[src/fir_cfg_pkg.sv]
package fir_cfg_pkg;

  // Word types
  // Samples, coefficients, outputs and register values
  typedef logic [31:0] data_t;
  // Byte address on the AXI4-Lite port
  typedef logic [11:0] lite_addr_t;
  // Word address into the tap RAM or the data RAM
  typedef logic [9:0]  ram_addr_t;

  // Register map
  localparam lite_addr_t REG_AP_CTRL  = 12'h000;
  localparam lite_addr_t REG_DATA_LEN = 12'h010;
  localparam lite_addr_t REG_TAP_NUM  = 12'h014;
  // Tap k lives at REG_TAP_BASE + 4k
  localparam lite_addr_t REG_TAP_BASE = 12'h080;

  // Bit positions inside REG_AP_CTRL
  localparam int AP_START = 0;
  localparam int AP_DONE  = 1;
  localparam int AP_IDLE  = 2;

  // Core sequencer states
  typedef enum logic [2:0] {
    IDLE,
    CLEAR,
    WAIT_SAMPLE,
    WRITE_SAMPLE,
    MAC,
    DRAIN,
    OUTPUT
  } core_state_e;

endpackage

[src/fir_bus_pkg.sv]
package fir_bus_pkg;

  // Tap RAM port
  // Byte write enables, all four set together for a tap write
  typedef struct packed {
    logic                   en;
    logic [3:0]             we;
    fir_cfg_pkg::ram_addr_t addr;
    fir_cfg_pkg::data_t     di;
  } tap_port_t;

  // Data RAM port
  // Single write enable, whole words only
  typedef struct packed {
    logic                   en;
    logic                   we;
    fir_cfg_pkg::ram_addr_t addr;
    fir_cfg_pkg::data_t     di;
  } data_port_t;

  // One captured input sample
  // Travels from the stream holding register to the arbiter
  typedef struct packed {
    logic               valid;
    fir_cfg_pkg::data_t data;
  } sample_beat_t;

endpackage

[src/axi4_lite_slave.sv]
`timescale 1ns/1ps

module axi4_lite_slave #(
  parameter int TAP_NUM_WIDTH  = 10,
  parameter int DATA_NUM_WIDTH = 10
) (
  input  logic                        aclk,
  input  logic                        rst_n,
  input  fir_cfg_pkg::lite_addr_t     s_awaddr,
  input  logic                        s_awvalid,
  output logic                        s_awready,
  input  fir_cfg_pkg::data_t          s_wdata,
  input  logic                        s_wvalid,
  output logic                        s_wready,
  input  fir_cfg_pkg::lite_addr_t     s_araddr,
  input  logic                        s_arvalid,
  output logic                        s_arready,
  output fir_cfg_pkg::data_t          s_rdata,
  output logic                        s_rvalid,
  input  logic                        s_rready,
  input  logic                        tap_grant,
  output fir_bus_pkg::tap_port_t      tap_req,
  input  fir_cfg_pkg::data_t          tap_do,
  input  logic                        ap_done,
  output logic                        ap_start,
  output logic                        ap_idle,
  output logic [DATA_NUM_WIDTH-1:0]   data_len,
  output logic [TAP_NUM_WIDTH-1:0]    tap_num
);

  logic                    aw_is_tap;
  logic                    ar_is_tap;
  logic                    wr_go;
  logic                    wr_tap;
  logic                    ar_go;
  logic                    tap_rd_q;
  logic                    ap_done_q;
  fir_cfg_pkg::lite_addr_t aw_off;
  fir_cfg_pkg::lite_addr_t ar_off;
  fir_cfg_pkg::data_t      reg_rdata;

  // Anything at or above the tap base is a coefficient
  assign aw_is_tap = s_awaddr >= fir_cfg_pkg::REG_TAP_BASE;
  assign ar_is_tap = s_araddr >= fir_cfg_pkg::REG_TAP_BASE;
  assign aw_off    = s_awaddr - fir_cfg_pkg::REG_TAP_BASE;
  assign ar_off    = s_araddr - fir_cfg_pkg::REG_TAP_BASE;

  // Address and data accepted together
  // Tap writes also need the RAM grant
  assign wr_go     = s_awvalid && s_wvalid && (!aw_is_tap || tap_grant);
  assign wr_tap    = wr_go && aw_is_tap;
  assign s_awready = wr_go;
  assign s_wready  = wr_go;

  // One read in flight at a time
  // Tap read yields the RAM port to a same-cycle tap write
  assign s_arready = s_arvalid && !s_rvalid && !tap_rd_q &&
                     (!ar_is_tap || (tap_grant && !wr_tap));
  assign ar_go     = s_arvalid && s_arready;

  // Tap RAM request, write first
  always_comb begin
    tap_req = '0;
    if (wr_tap) begin
      tap_req.en   = 1'b1;
      tap_req.we   = 4'hf;
      tap_req.addr = fir_cfg_pkg::ram_addr_t'(aw_off >> 2);
      tap_req.di   = s_wdata;
    end else if (ar_go && ar_is_tap) begin
      tap_req.en   = 1'b1;
      tap_req.addr = fir_cfg_pkg::ram_addr_t'(ar_off >> 2);
    end
  end

  // Register read mux
  always_comb begin
    reg_rdata = '0;
    case (s_araddr)
      fir_cfg_pkg::REG_AP_CTRL: begin
        reg_rdata[fir_cfg_pkg::AP_START] = ap_start;
        reg_rdata[fir_cfg_pkg::AP_DONE]  = ap_done_q;
        reg_rdata[fir_cfg_pkg::AP_IDLE]  = ap_idle;
      end
      fir_cfg_pkg::REG_DATA_LEN: reg_rdata[DATA_NUM_WIDTH-1:0] = data_len;
      fir_cfg_pkg::REG_TAP_NUM:  reg_rdata[TAP_NUM_WIDTH-1:0]  = tap_num;
      default:                   reg_rdata = '0;
    endcase
  end

  // Control and configuration registers
  always_ff @(posedge aclk or negedge rst_n) begin
    if (!rst_n) begin
      ap_start  <= 1'b0;
      ap_done_q <= 1'b0;
      ap_idle   <= 1'b1;
      data_len  <= '0;
      tap_num   <= '0;
    end else begin
      // Start lasts one cycle, the core is busy from then on
      if (ap_start) begin
        ap_start <= 1'b0;
        ap_idle  <= 1'b0;
      end
      // End of run from the core
      if (ap_done) begin
        ap_done_q <= 1'b1;
        ap_idle   <= 1'b1;
      end
      if (wr_go && !aw_is_tap) begin
        case (s_awaddr)
          fir_cfg_pkg::REG_AP_CTRL: begin
            // Only honoured while idle, done drops with the new start
            if (s_wdata[fir_cfg_pkg::AP_START] && ap_idle && !ap_start) begin
              ap_start  <= 1'b1;
              ap_done_q <= 1'b0;
            end
          end
          fir_cfg_pkg::REG_DATA_LEN: data_len <= s_wdata[DATA_NUM_WIDTH-1:0];
          fir_cfg_pkg::REG_TAP_NUM:  tap_num  <= s_wdata[TAP_NUM_WIDTH-1:0];
          default: ;
        endcase
      end
    end
  end

  // Read response control
  // Registers answer next cycle, taps one later for the RAM
  always_ff @(posedge aclk or negedge rst_n) begin
    if (!rst_n) begin
      tap_rd_q <= 1'b0;
      s_rvalid <= 1'b0;
    end else begin
      tap_rd_q <= ar_go && ar_is_tap;
      if ((ar_go && !ar_is_tap) || tap_rd_q) begin
        s_rvalid <= 1'b1;
      end else if (s_rready) begin
        s_rvalid <= 1'b0;
      end
    end
  end

  // Read data, held while rvalid waits
  always_ff @(posedge aclk) begin
    if (ar_go && !ar_is_tap) begin
      s_rdata <= reg_rdata;
    end else if (tap_rd_q) begin
      s_rdata <= tap_do;
    end
  end

endmodule

[src/axi4_stream_slave_bram.sv]
`timescale 1ns/1ps

module axi4_stream_slave_bram (
  input  logic                      aclk,
  input  logic                      rst_n,
  input  logic                      ss_tvalid,
  input  fir_cfg_pkg::data_t        ss_tdata,
  output logic                      ss_tready,
  output fir_bus_pkg::sample_beat_t sample,
  input  logic                      sample_take
);

  logic               hold_valid;
  fir_cfg_pkg::data_t hold_data;

  // Accept only into an empty slot
  assign ss_tready = !hold_valid;

  // Occupancy
  // Fill and take never meet, take needs a full slot
  always_ff @(posedge aclk or negedge rst_n) begin
    if (!rst_n) begin
      hold_valid <= 1'b0;
    end else if (ss_tvalid && ss_tready) begin
      hold_valid <= 1'b1;
    end else if (sample_take) begin
      hold_valid <= 1'b0;
    end
  end

  // Sample payload
  always_ff @(posedge aclk) begin
    if (ss_tvalid && ss_tready) begin
      hold_data <= ss_tdata;
    end
  end

  // Offered to the arbiter until taken
  assign sample.valid = hold_valid;
  assign sample.data  = hold_data;

endmodule

[src/bram_access_arbiter.sv]
`timescale 1ns/1ps

module bram_access_arbiter (
  input  logic                      ap_idle,
  input  fir_bus_pkg::tap_port_t    lite_tap,
  output logic                      tap_grant,
  input  fir_bus_pkg::sample_beat_t sample,
  output logic                      sample_take,
  input  logic                      core_wait,
  input  fir_bus_pkg::tap_port_t    core_tap,
  input  fir_bus_pkg::data_port_t   core_data,
  output fir_bus_pkg::tap_port_t    tap_ram,
  output fir_bus_pkg::data_port_t   data_ram
);

  // Lite side owns the tap RAM only between runs
  assign tap_grant = ap_idle;

  // Take the held sample while the core waits for one
  assign sample_take = core_wait && sample.valid;

  // Tap RAM steering
  always_comb begin
    if (ap_idle) begin
      tap_ram = lite_tap;
    end else begin
      tap_ram = core_tap;
    end
  end

  // Data RAM steering
  // The core supplies the write pointer in its wait state
  // The sample word itself comes from the holding register
  always_comb begin
    data_ram = core_data;
    if (sample_take) begin
      data_ram.en = 1'b1;
      data_ram.we = 1'b1;
      data_ram.di = sample.data;
    end
  end

endmodule

[src/fir_core.sv]
`timescale 1ns/1ps

module fir_core #(
  parameter int TAP_NUM_WIDTH  = 10,
  parameter int DATA_NUM_WIDTH = 10
) (
  input  logic                      aclk,
  input  logic                      rst_n,
  input  logic                      ap_start,
  output logic                      ap_done,
  input  logic [TAP_NUM_WIDTH-1:0]  tap_num,
  input  logic [DATA_NUM_WIDTH-1:0] data_len,
  input  fir_cfg_pkg::data_t        tap_do,
  input  fir_cfg_pkg::data_t        data_do,
  input  logic                      sample_take,
  output logic                      core_wait,
  output fir_bus_pkg::tap_port_t    core_tap,
  output fir_bus_pkg::data_port_t   core_data,
  input  logic                      sm_tready,
  output logic                      sm_tvalid,
  output fir_cfg_pkg::data_t        sm_tdata,
  output logic                      sm_tlast
);

  fir_cfg_pkg::core_state_e  state;
  fir_cfg_pkg::ram_addr_t    clr_cnt;
  logic [TAP_NUM_WIDTH-1:0]  wptr;
  logic [TAP_NUM_WIDTH-1:0]  ridx;
  logic [TAP_NUM_WIDTH-1:0]  tap_k;
  logic [TAP_NUM_WIDTH-1:0]  tap_last;
  logic [DATA_NUM_WIDTH-1:0] out_cnt;
  logic                      out_last;
  logic                      mac_vld;
  fir_cfg_pkg::data_t        acc;

  assign tap_last = tap_num - 1'b1;
  // Final output of the run
  assign out_last = out_cnt == data_len - 1'b1;

  // Sequencer
  always_ff @(posedge aclk or negedge rst_n) begin
    if (!rst_n) begin
      state   <= fir_cfg_pkg::IDLE;
      clr_cnt <= '0;
      wptr    <= '0;
      ridx    <= '0;
      tap_k   <= '0;
      out_cnt <= '0;
      mac_vld <= 1'b0;
      ap_done <= 1'b0;
    end else begin
      ap_done <= 1'b0;
      // RAM words for an issued MAC arrive one cycle later
      mac_vld <= state == fir_cfg_pkg::MAC;
      case (state)
        fir_cfg_pkg::IDLE: begin
          if (ap_start) begin
            state   <= fir_cfg_pkg::CLEAR;
            clr_cnt <= '0;
            wptr    <= '0;
            out_cnt <= '0;
          end
        end
        fir_cfg_pkg::CLEAR: begin
          // Sweep every data RAM word to zero
          clr_cnt <= clr_cnt + 1'b1;
          if (clr_cnt == '1) begin
            state <= fir_cfg_pkg::WAIT_SAMPLE;
          end
        end
        fir_cfg_pkg::WAIT_SAMPLE: begin
          if (sample_take) begin
            state <= fir_cfg_pkg::WRITE_SAMPLE;
          end
        end
        fir_cfg_pkg::WRITE_SAMPLE: begin
          // Newest sample sits at wptr, walk backwards from there
          ridx  <= wptr;
          tap_k <= '0;
          wptr  <= (wptr == tap_last) ? '0 : wptr + 1'b1;
          state <= fir_cfg_pkg::MAC;
        end
        fir_cfg_pkg::MAC: begin
          tap_k <= tap_k + 1'b1;
          ridx  <= (ridx == '0) ? tap_last : ridx - 1'b1;
          if (tap_k == tap_last) begin
            state <= fir_cfg_pkg::DRAIN;
          end
        end
        // Last product lands in acc here
        fir_cfg_pkg::DRAIN: state <= fir_cfg_pkg::OUTPUT;
        fir_cfg_pkg::OUTPUT: begin
          if (sm_tready) begin
            out_cnt <= out_cnt + 1'b1;
            if (out_last) begin
              state   <= fir_cfg_pkg::IDLE;
              ap_done <= 1'b1;
            end else begin
              state <= fir_cfg_pkg::WAIT_SAMPLE;
            end
          end
        end
        default: state <= fir_cfg_pkg::IDLE;
      endcase
    end
  end

  // Accumulator, low 32 bits of the two's-complement sum
  always_ff @(posedge aclk) begin
    if (state == fir_cfg_pkg::WRITE_SAMPLE) begin
      acc <= '0;
    end else if (mac_vld) begin
      acc <= acc + tap_do * data_do;
    end
  end

  // RAM requests
  always_comb begin
    core_tap  = '0;
    core_data = '0;
    case (state)
      fir_cfg_pkg::CLEAR: begin
        core_data.en   = 1'b1;
        core_data.we   = 1'b1;
        core_data.addr = clr_cnt;
      end
      // Address only, the arbiter fills in the write
      fir_cfg_pkg::WAIT_SAMPLE: core_data.addr = fir_cfg_pkg::ram_addr_t'(wptr);
      fir_cfg_pkg::MAC: begin
        core_tap.en    = 1'b1;
        core_tap.addr  = fir_cfg_pkg::ram_addr_t'(tap_k);
        core_data.en   = 1'b1;
        core_data.addr = fir_cfg_pkg::ram_addr_t'(ridx);
      end
      default: ;
    endcase
  end

  assign core_wait = state == fir_cfg_pkg::WAIT_SAMPLE;

  // Output beat, held until accepted
  assign sm_tvalid = state == fir_cfg_pkg::OUTPUT;
  assign sm_tdata  = acc;
  assign sm_tlast  = out_last;

endmodule

[src/fir_top.sv]
`timescale 1ns/1ps

module fir_top #(
  parameter int TAP_NUM_WIDTH  = 10,
  parameter int DATA_NUM_WIDTH = 10
) (
  input  logic                    aclk,
  input  logic                    rst_n,
  // AXI4-Lite
  input  fir_cfg_pkg::lite_addr_t s_awaddr,
  input  logic                    s_awvalid,
  output logic                    s_awready,
  input  fir_cfg_pkg::data_t      s_wdata,
  input  logic                    s_wvalid,
  output logic                    s_wready,
  input  fir_cfg_pkg::lite_addr_t s_araddr,
  input  logic                    s_arvalid,
  output logic                    s_arready,
  output fir_cfg_pkg::data_t      s_rdata,
  output logic                    s_rvalid,
  input  logic                    s_rready,
  // Input stream, length comes from REG_DATA_LEN so tlast is ignored
  input  logic                    ss_tvalid,
  input  fir_cfg_pkg::data_t      ss_tdata,
  input  logic                    ss_tlast,
  output logic                    ss_tready,
  // Output stream
  input  logic                    sm_tready,
  output logic                    sm_tvalid,
  output fir_cfg_pkg::data_t      sm_tdata,
  output logic                    sm_tlast,
  // External RAMs
  input  fir_cfg_pkg::data_t      tap_do,
  output fir_bus_pkg::tap_port_t  tap_ram,
  input  fir_cfg_pkg::data_t      data_do,
  output fir_bus_pkg::data_port_t data_ram
);

  fir_bus_pkg::tap_port_t    lite_tap;
  fir_bus_pkg::tap_port_t    core_tap;
  fir_bus_pkg::data_port_t   core_data;
  fir_bus_pkg::sample_beat_t sample;
  logic                      tap_grant;
  logic                      sample_take;
  logic                      core_wait;
  logic                      ap_start;
  logic                      ap_done;
  logic                      ap_idle;
  logic [DATA_NUM_WIDTH-1:0] data_len;
  logic [TAP_NUM_WIDTH-1:0]  tap_num;

  // Configuration and tap access
  axi4_lite_slave #(
    .TAP_NUM_WIDTH  (TAP_NUM_WIDTH),
    .DATA_NUM_WIDTH (DATA_NUM_WIDTH)
  ) u_axi4_lite_slave (
    .aclk      (aclk),
    .rst_n     (rst_n),
    .s_awaddr  (s_awaddr),
    .s_awvalid (s_awvalid),
    .s_awready (s_awready),
    .s_wdata   (s_wdata),
    .s_wvalid  (s_wvalid),
    .s_wready  (s_wready),
    .s_araddr  (s_araddr),
    .s_arvalid (s_arvalid),
    .s_arready (s_arready),
    .s_rdata   (s_rdata),
    .s_rvalid  (s_rvalid),
    .s_rready  (s_rready),
    .tap_grant (tap_grant),
    .tap_req   (lite_tap),
    .tap_do    (tap_do),
    .ap_done   (ap_done),
    .ap_start  (ap_start),
    .ap_idle   (ap_idle),
    .data_len  (data_len),
    .tap_num   (tap_num)
  );

  // Input sample holding register
  axi4_stream_slave_bram u_axi4_stream_slave_bram (
    .aclk        (aclk),
    .rst_n       (rst_n),
    .ss_tvalid   (ss_tvalid),
    .ss_tdata    (ss_tdata),
    .ss_tready   (ss_tready),
    .sample      (sample),
    .sample_take (sample_take)
  );

  // RAM port steering
  bram_access_arbiter u_bram_access_arbiter (
    .ap_idle     (ap_idle),
    .lite_tap    (lite_tap),
    .tap_grant   (tap_grant),
    .sample      (sample),
    .sample_take (sample_take),
    .core_wait   (core_wait),
    .core_tap    (core_tap),
    .core_data   (core_data),
    .tap_ram     (tap_ram),
    .data_ram    (data_ram)
  );

  // Filter datapath
  fir_core #(
    .TAP_NUM_WIDTH  (TAP_NUM_WIDTH),
    .DATA_NUM_WIDTH (DATA_NUM_WIDTH)
  ) u_fir_core (
    .aclk        (aclk),
    .rst_n       (rst_n),
    .ap_start    (ap_start),
    .ap_done     (ap_done),
    .tap_num     (tap_num),
    .data_len    (data_len),
    .tap_do      (tap_do),
    .data_do     (data_do),
    .sample_take (sample_take),
    .core_wait   (core_wait),
    .core_tap    (core_tap),
    .core_data   (core_data),
    .sm_tready   (sm_tready),
    .sm_tvalid   (sm_tvalid),
    .sm_tdata    (sm_tdata),
    .sm_tlast    (sm_tlast)
  );

endmodule

[config.mk]
export PLATFORM = sky130hd
export DESIGN_NAME = fir_top
export DESIGN_NICKNAME = d
export VERILOG_FILES = /design/src/fir_cfg_pkg.sv /design/src/fir_bus_pkg.sv /design/src/axi4_lite_slave.sv /design/src/axi4_stream_slave_bram.sv /design/src/bram_access_arbiter.sv /design/src/fir_core.sv /design/src/fir_top.sv
export SDC_FILE = /design/constraint.sdc
export NUM_CORES = 2
export LEC_CHECK = 0
export ABC_AREA = 1
export BUFFER_PORTS_ARGS = -buffer_cell sky130_fd_sc_hd__buf_2
export CAP_MARGIN = 20
export CORE_MARGIN = 5
export CORE_UTILIZATION = 50
export DETAILED_ROUTE_END_ITERATION = 10
export PLACE_DENSITY = 0.83
export SKIP_CTS_REPAIR_TIMING = 1
export SYNTH_ARGS = -nofsm -noshare
export SYNTH_HDL_FRONTEND = slang
export SYNTH_SLANG_ARGS = --single-unit
[constraint.sdc]
create_clock -name aclk -period 6.5 [get_ports aclk]
set_clock_uncertainty 0.1 [all_clocks]
set_input_delay 1.95 -clock aclk [delete_from_list [all_inputs] [get_ports aclk]]
set_output_delay 1.95 -clock aclk [all_outputs]
set_load 0.01 [all_outputs]
==> metrics.md <==
| Metric | Value |
|---|---|
| Mean area per synthesized cell | `7.50 um^2` |
| FILL cells | `about 4.3k` |
| Tmin final | `roughly 7.8 ns` |
| Min-delay worst type | `flip-flop to flip-flop` |
| Synth Cell Area | `around 27,000 um^2` |
| WS Path Type | `primary input to flip-flop` |
| Failing checks | `setup timing` |
| Status | `complete, but fails checks` |
| CTS max path bufs | `2` |
| Initial DRC Count | `2,129` |
| Fin nets | `just under 5k` |
| Final hold vios | `0` |
| Max-slew violations | `0` |
| Cell type with the highest aggregate area in the netlist | `fa_1` |
| Required @ worst endpoint | `between 6 and 7 ns` |
| Yosys cell types | `between 60 and 70` |
| Asr flop ratio synth | `0.458` |
| Core region area | `around 54,000 um^2` |
| Chip width | `roughly 240 um` |
| EDFF count, synth | `42` |
| Clock buffer count from CTS | `17` |
| Worst-Skew Late Latency | `about 0.51 ns` |
| CP max FO | `7` |
| H-tree depth | `4` |
| Die ar. | `between 50,000 and 60,000 um^2` |
| Fmax | `0.128 GHz` |
| Critical Path AT | `between 8 and 9 ns` |
| GPL Wtd Cong | `just under 1` |
| Routed WL | `90.8 mm` |
| Post-synthesis register bit count | `approximately 180` |
| Main synth FF type | `dfrtp_1` |
| Clock transition at path regs | `roughly 0.10 ns` |
| RSZ-0062 raised after global routing | `yes` |
| Via density per instance | `about 5.3` |
| CP max-delay cell | `fa_1` |
| CP Capture Type | `flip-flop` |
| Post-synthesis sequential area ratio | `0.161` |
| Initial antenna violation count | `3` |
| Post-detail-place hpwl | `a little over 70 mm` |
| Vias in the first global route | `26.1k` |
| Least-Margin Pin Slew | `~0.75 ns` |
| Post-synthesis instance total | `roughly 3.6k` |
| # port buffers | `321` |
| Final worst hold slack | `roughly 0.36 ns` |
| Drt drc | `0` |
| Final setup vio count | `23` |
| Worst R2R Setup Slack | `-0.03 ns` |
| # Max-Cap Violations | `0` |
| Synth-to-Final Area Change | `24.2%` |
| CP most frequent cell | `inv_1` |
| DR WL/cell | `between 15 and 20 um` |
| Synth Net Count | `about 4.4k` |
| CP max stage delay | `about 0.57 ns` |
| Vias | `about 25k` |
| Pre-CTS WS | `-2.00 ns` |
| Setup WS post-layout | `-1.32 ns` |
| Clk sinks | `177` |
| Fraction of layout cells with a size suffix above 1 | `0.220` |
| Yosys warning count | `0` |
| Gr usage total | `0.291` |
| Largest cells by area after synthesis | `fa_1 (32%), inv_1 (15%), nand2_1 (12%), dfrtp_1 (7.4%), ha_1 (6.1%)` |
| Initial Utilization | `0.506` |
| CTS tree | `built` |
| DRT antenna net count | `0` |
| Number of I/O pins | `roughly 320` |
| Drt first pass iters | `6` |
| Max-Slew Margin vs Limit | `0.494` |
| Post-synth top area share | `0.322` |
| Fin crit share | `1.20` |
| Largest net degree at the start of global routing | `46` |
| Die height | `about 240 um` |
| CTS root buffer | `clkbuf_16` |
| CP Launch Type | `primary input` |
| First-pass GRT wire length | `between 100 and 150 mm` |
| Num rows | `85` |
| Overflow after GRT | `0` |
==> worst paths after layout <==
path                                               startpoint                            end  depth (start not counted)
worst min-delay path            u_axi4_lite_slave.s_rdata[12]  u_axi4_lite_slave.s_rdata[12]                          2
worst max register to register        u_fir_core.sm_tdata[24]        u_fir_core.sm_tdata[31]                         27
min in group asynchronous                               rst_n            u_fir_core.state[2]                          1
max in group asynchronous                               rst_n          u_fir_core.out_cnt[3]                          2
worst min register to register  u_axi4_lite_slave.s_rdata[12]  u_axi4_lite_slave.s_rdata[12]                          2
worst max-delay path                               data_do[4]        u_fir_core.sm_tdata[31]                         31
==> flip-flops by register name, summed over array words and instances, names as in the netlist, 3 cells and up <==
signal / cells
u_fir_core.out_cnt: 10
u_axi4_stream_slave_bram.hold_data: 32
u_fir_core.clr_cnt: 10
u_axi4_lite_slave.data_len: 10
u_fir_core.ridx: 10
u_axi4_lite_slave.tap_num: 10
u_fir_core.wptr: 10
u_fir_core.tap_k: 10
u_axi4_lite_slave.s_rdata: 32
u_fir_core.state: 3
u_fir_core.sm_tdata: 32
==> cell usage in the layout (no fill, tap or decap), types with 11 or more instances in the layout <==
cell type | Yosys | final
a21oi_1 | 102 | 82
a21oi_2 | 4 | 17
buf_12 | 0 | 34
buf_2 | 18 | 277
buf_4 | 18 | 235
buf_6 | 2 | 38
buf_8 | 0 | 11
clkbuf_16 | 0 | 21
dfrtp_1 | 80 | 80
dfxtp_1 | 54 | 54
edfxtp_1 | 42 | 42
fa_1 | 438 | 411
fa_2 | 0 | 27
ha_1 | 133 | 106
ha_4 | 0 | 27
inv_1 | 1058 | 1004
inv_2 | 10 | 61
nand2_1 | 904 | 866
nand2_2 | 10 | 33
nand2_4 | 1 | 15
nand3_1 | 94 | 92
nand4_1 | 14 | 14
nor2_1 | 184 | 176
nor2_2 | 9 | 12
nor3_1 | 19 | 17
o21ai_0 | 105 | 86
o21ai_1 | 10 | 22
o221ai_1 | 33 | 33
o22ai_1 | 14 | 14
xnor2_1 | 15 | 14
xor2_1 | 50 | 48
==> metrics by stage <==
stage                     std cells  TNS (ns)  instance area (um^2)   util
after global routing           4814    -27.17                 33800  0.628
final                          4815    -23.57                 33800  0.628
after CTS                      4788    -29.15                 32300  0.601
after detailed placement       4756    -41.36                 31700  0.589
after global placement         4756    -37.99                 31700  0.589
after floorplan                3626    -21.41                 28100      -
==> final cells by class <==
type | count | area [um^2] | share of cell area
clock buffer | 17 | 425 | 0.0126
timing repair buffer | 610 | 4750 | 0.140
antenna | 3 | 7.51 | 0.000222
inverter | 1068 | 4020 | 0.119
sequential | 177 | 4370 | 0.129
multi-input combinational | 2229 | 19100 | 0.566
clock inverter | 15 | 241 | 0.00715
tap | 696 | 871 | 0.0258
==> Yosys cell counts (all sizes together), types with 3 or more instances <==
| master | count |
|---|---|
| fa | 438 |
| inv | 1068 |
| clkbuf | 104 |
| edfxtp | 42 |
| o211ai | 7 |
| a221oi | 3 |
| xnor2 | 15 |
| a21o | 3 |
| o21bai | 5 |
| o21ai | 117 |
| nand2 | 915 |
| o221ai | 33 |
| dfxtp | 54 |
| dfrtp | 80 |
| o32ai | 3 |
| nor3 | 22 |
| nand3 | 98 |
| ha | 133 |
| a31oi | 5 |
| nor4 | 9 |
| nor2 | 196 |
| xor2 | 53 |
| a21oi | 107 |
| or2 | 9 |
| nand4 | 14 |
| a22oi | 4 |
| o21a | 5 |
| nand3b | 7 |
| o22ai | 14 |
| buf | 48 |
==> cell families (layout without fill, tap and decap cells) <==
group	count (synthesis)	after routing	share of synthesized area
compound gates	314	314	0.0691
simple gates	1275	1275	0.191
xor+xnor	68	68	0.0227
other cells	0	3	0
buf+inv	1220	1710	0.172
flops	177	177	0.161
fa+ha+maj	571	571	0.383
mux	1	1	0.000414
==> worst max-delay path, delay by kind of cell <==
family	cells	cell delay [ns]
adder cells (fa/ha/maj)	9	4.32
buffers and inverters	13	0.86
AO/OA/AOI/OAI	4	0.54
AND/OR/NAND/NOR	5	0.42
==> layer usage <==
| layer | global-route usage | wire [um] | vias to the layer above |
|---|---|---|---|
| met5 | 0 | 13 | - |
| met4 | 0.132 | 5880 | 2 |
| met3 | 0.0627 | 8590 | 384 |
| met2 | 0.512 | 44700 | 1375 |
| met1 | 0.341 | 31600 | 12200 |
| li1 | - | - | 11500 |
Power is left out: the tool's default activity adds up to more than one toggle a clock period on the data nets, which glitch-free logic cannot reach.
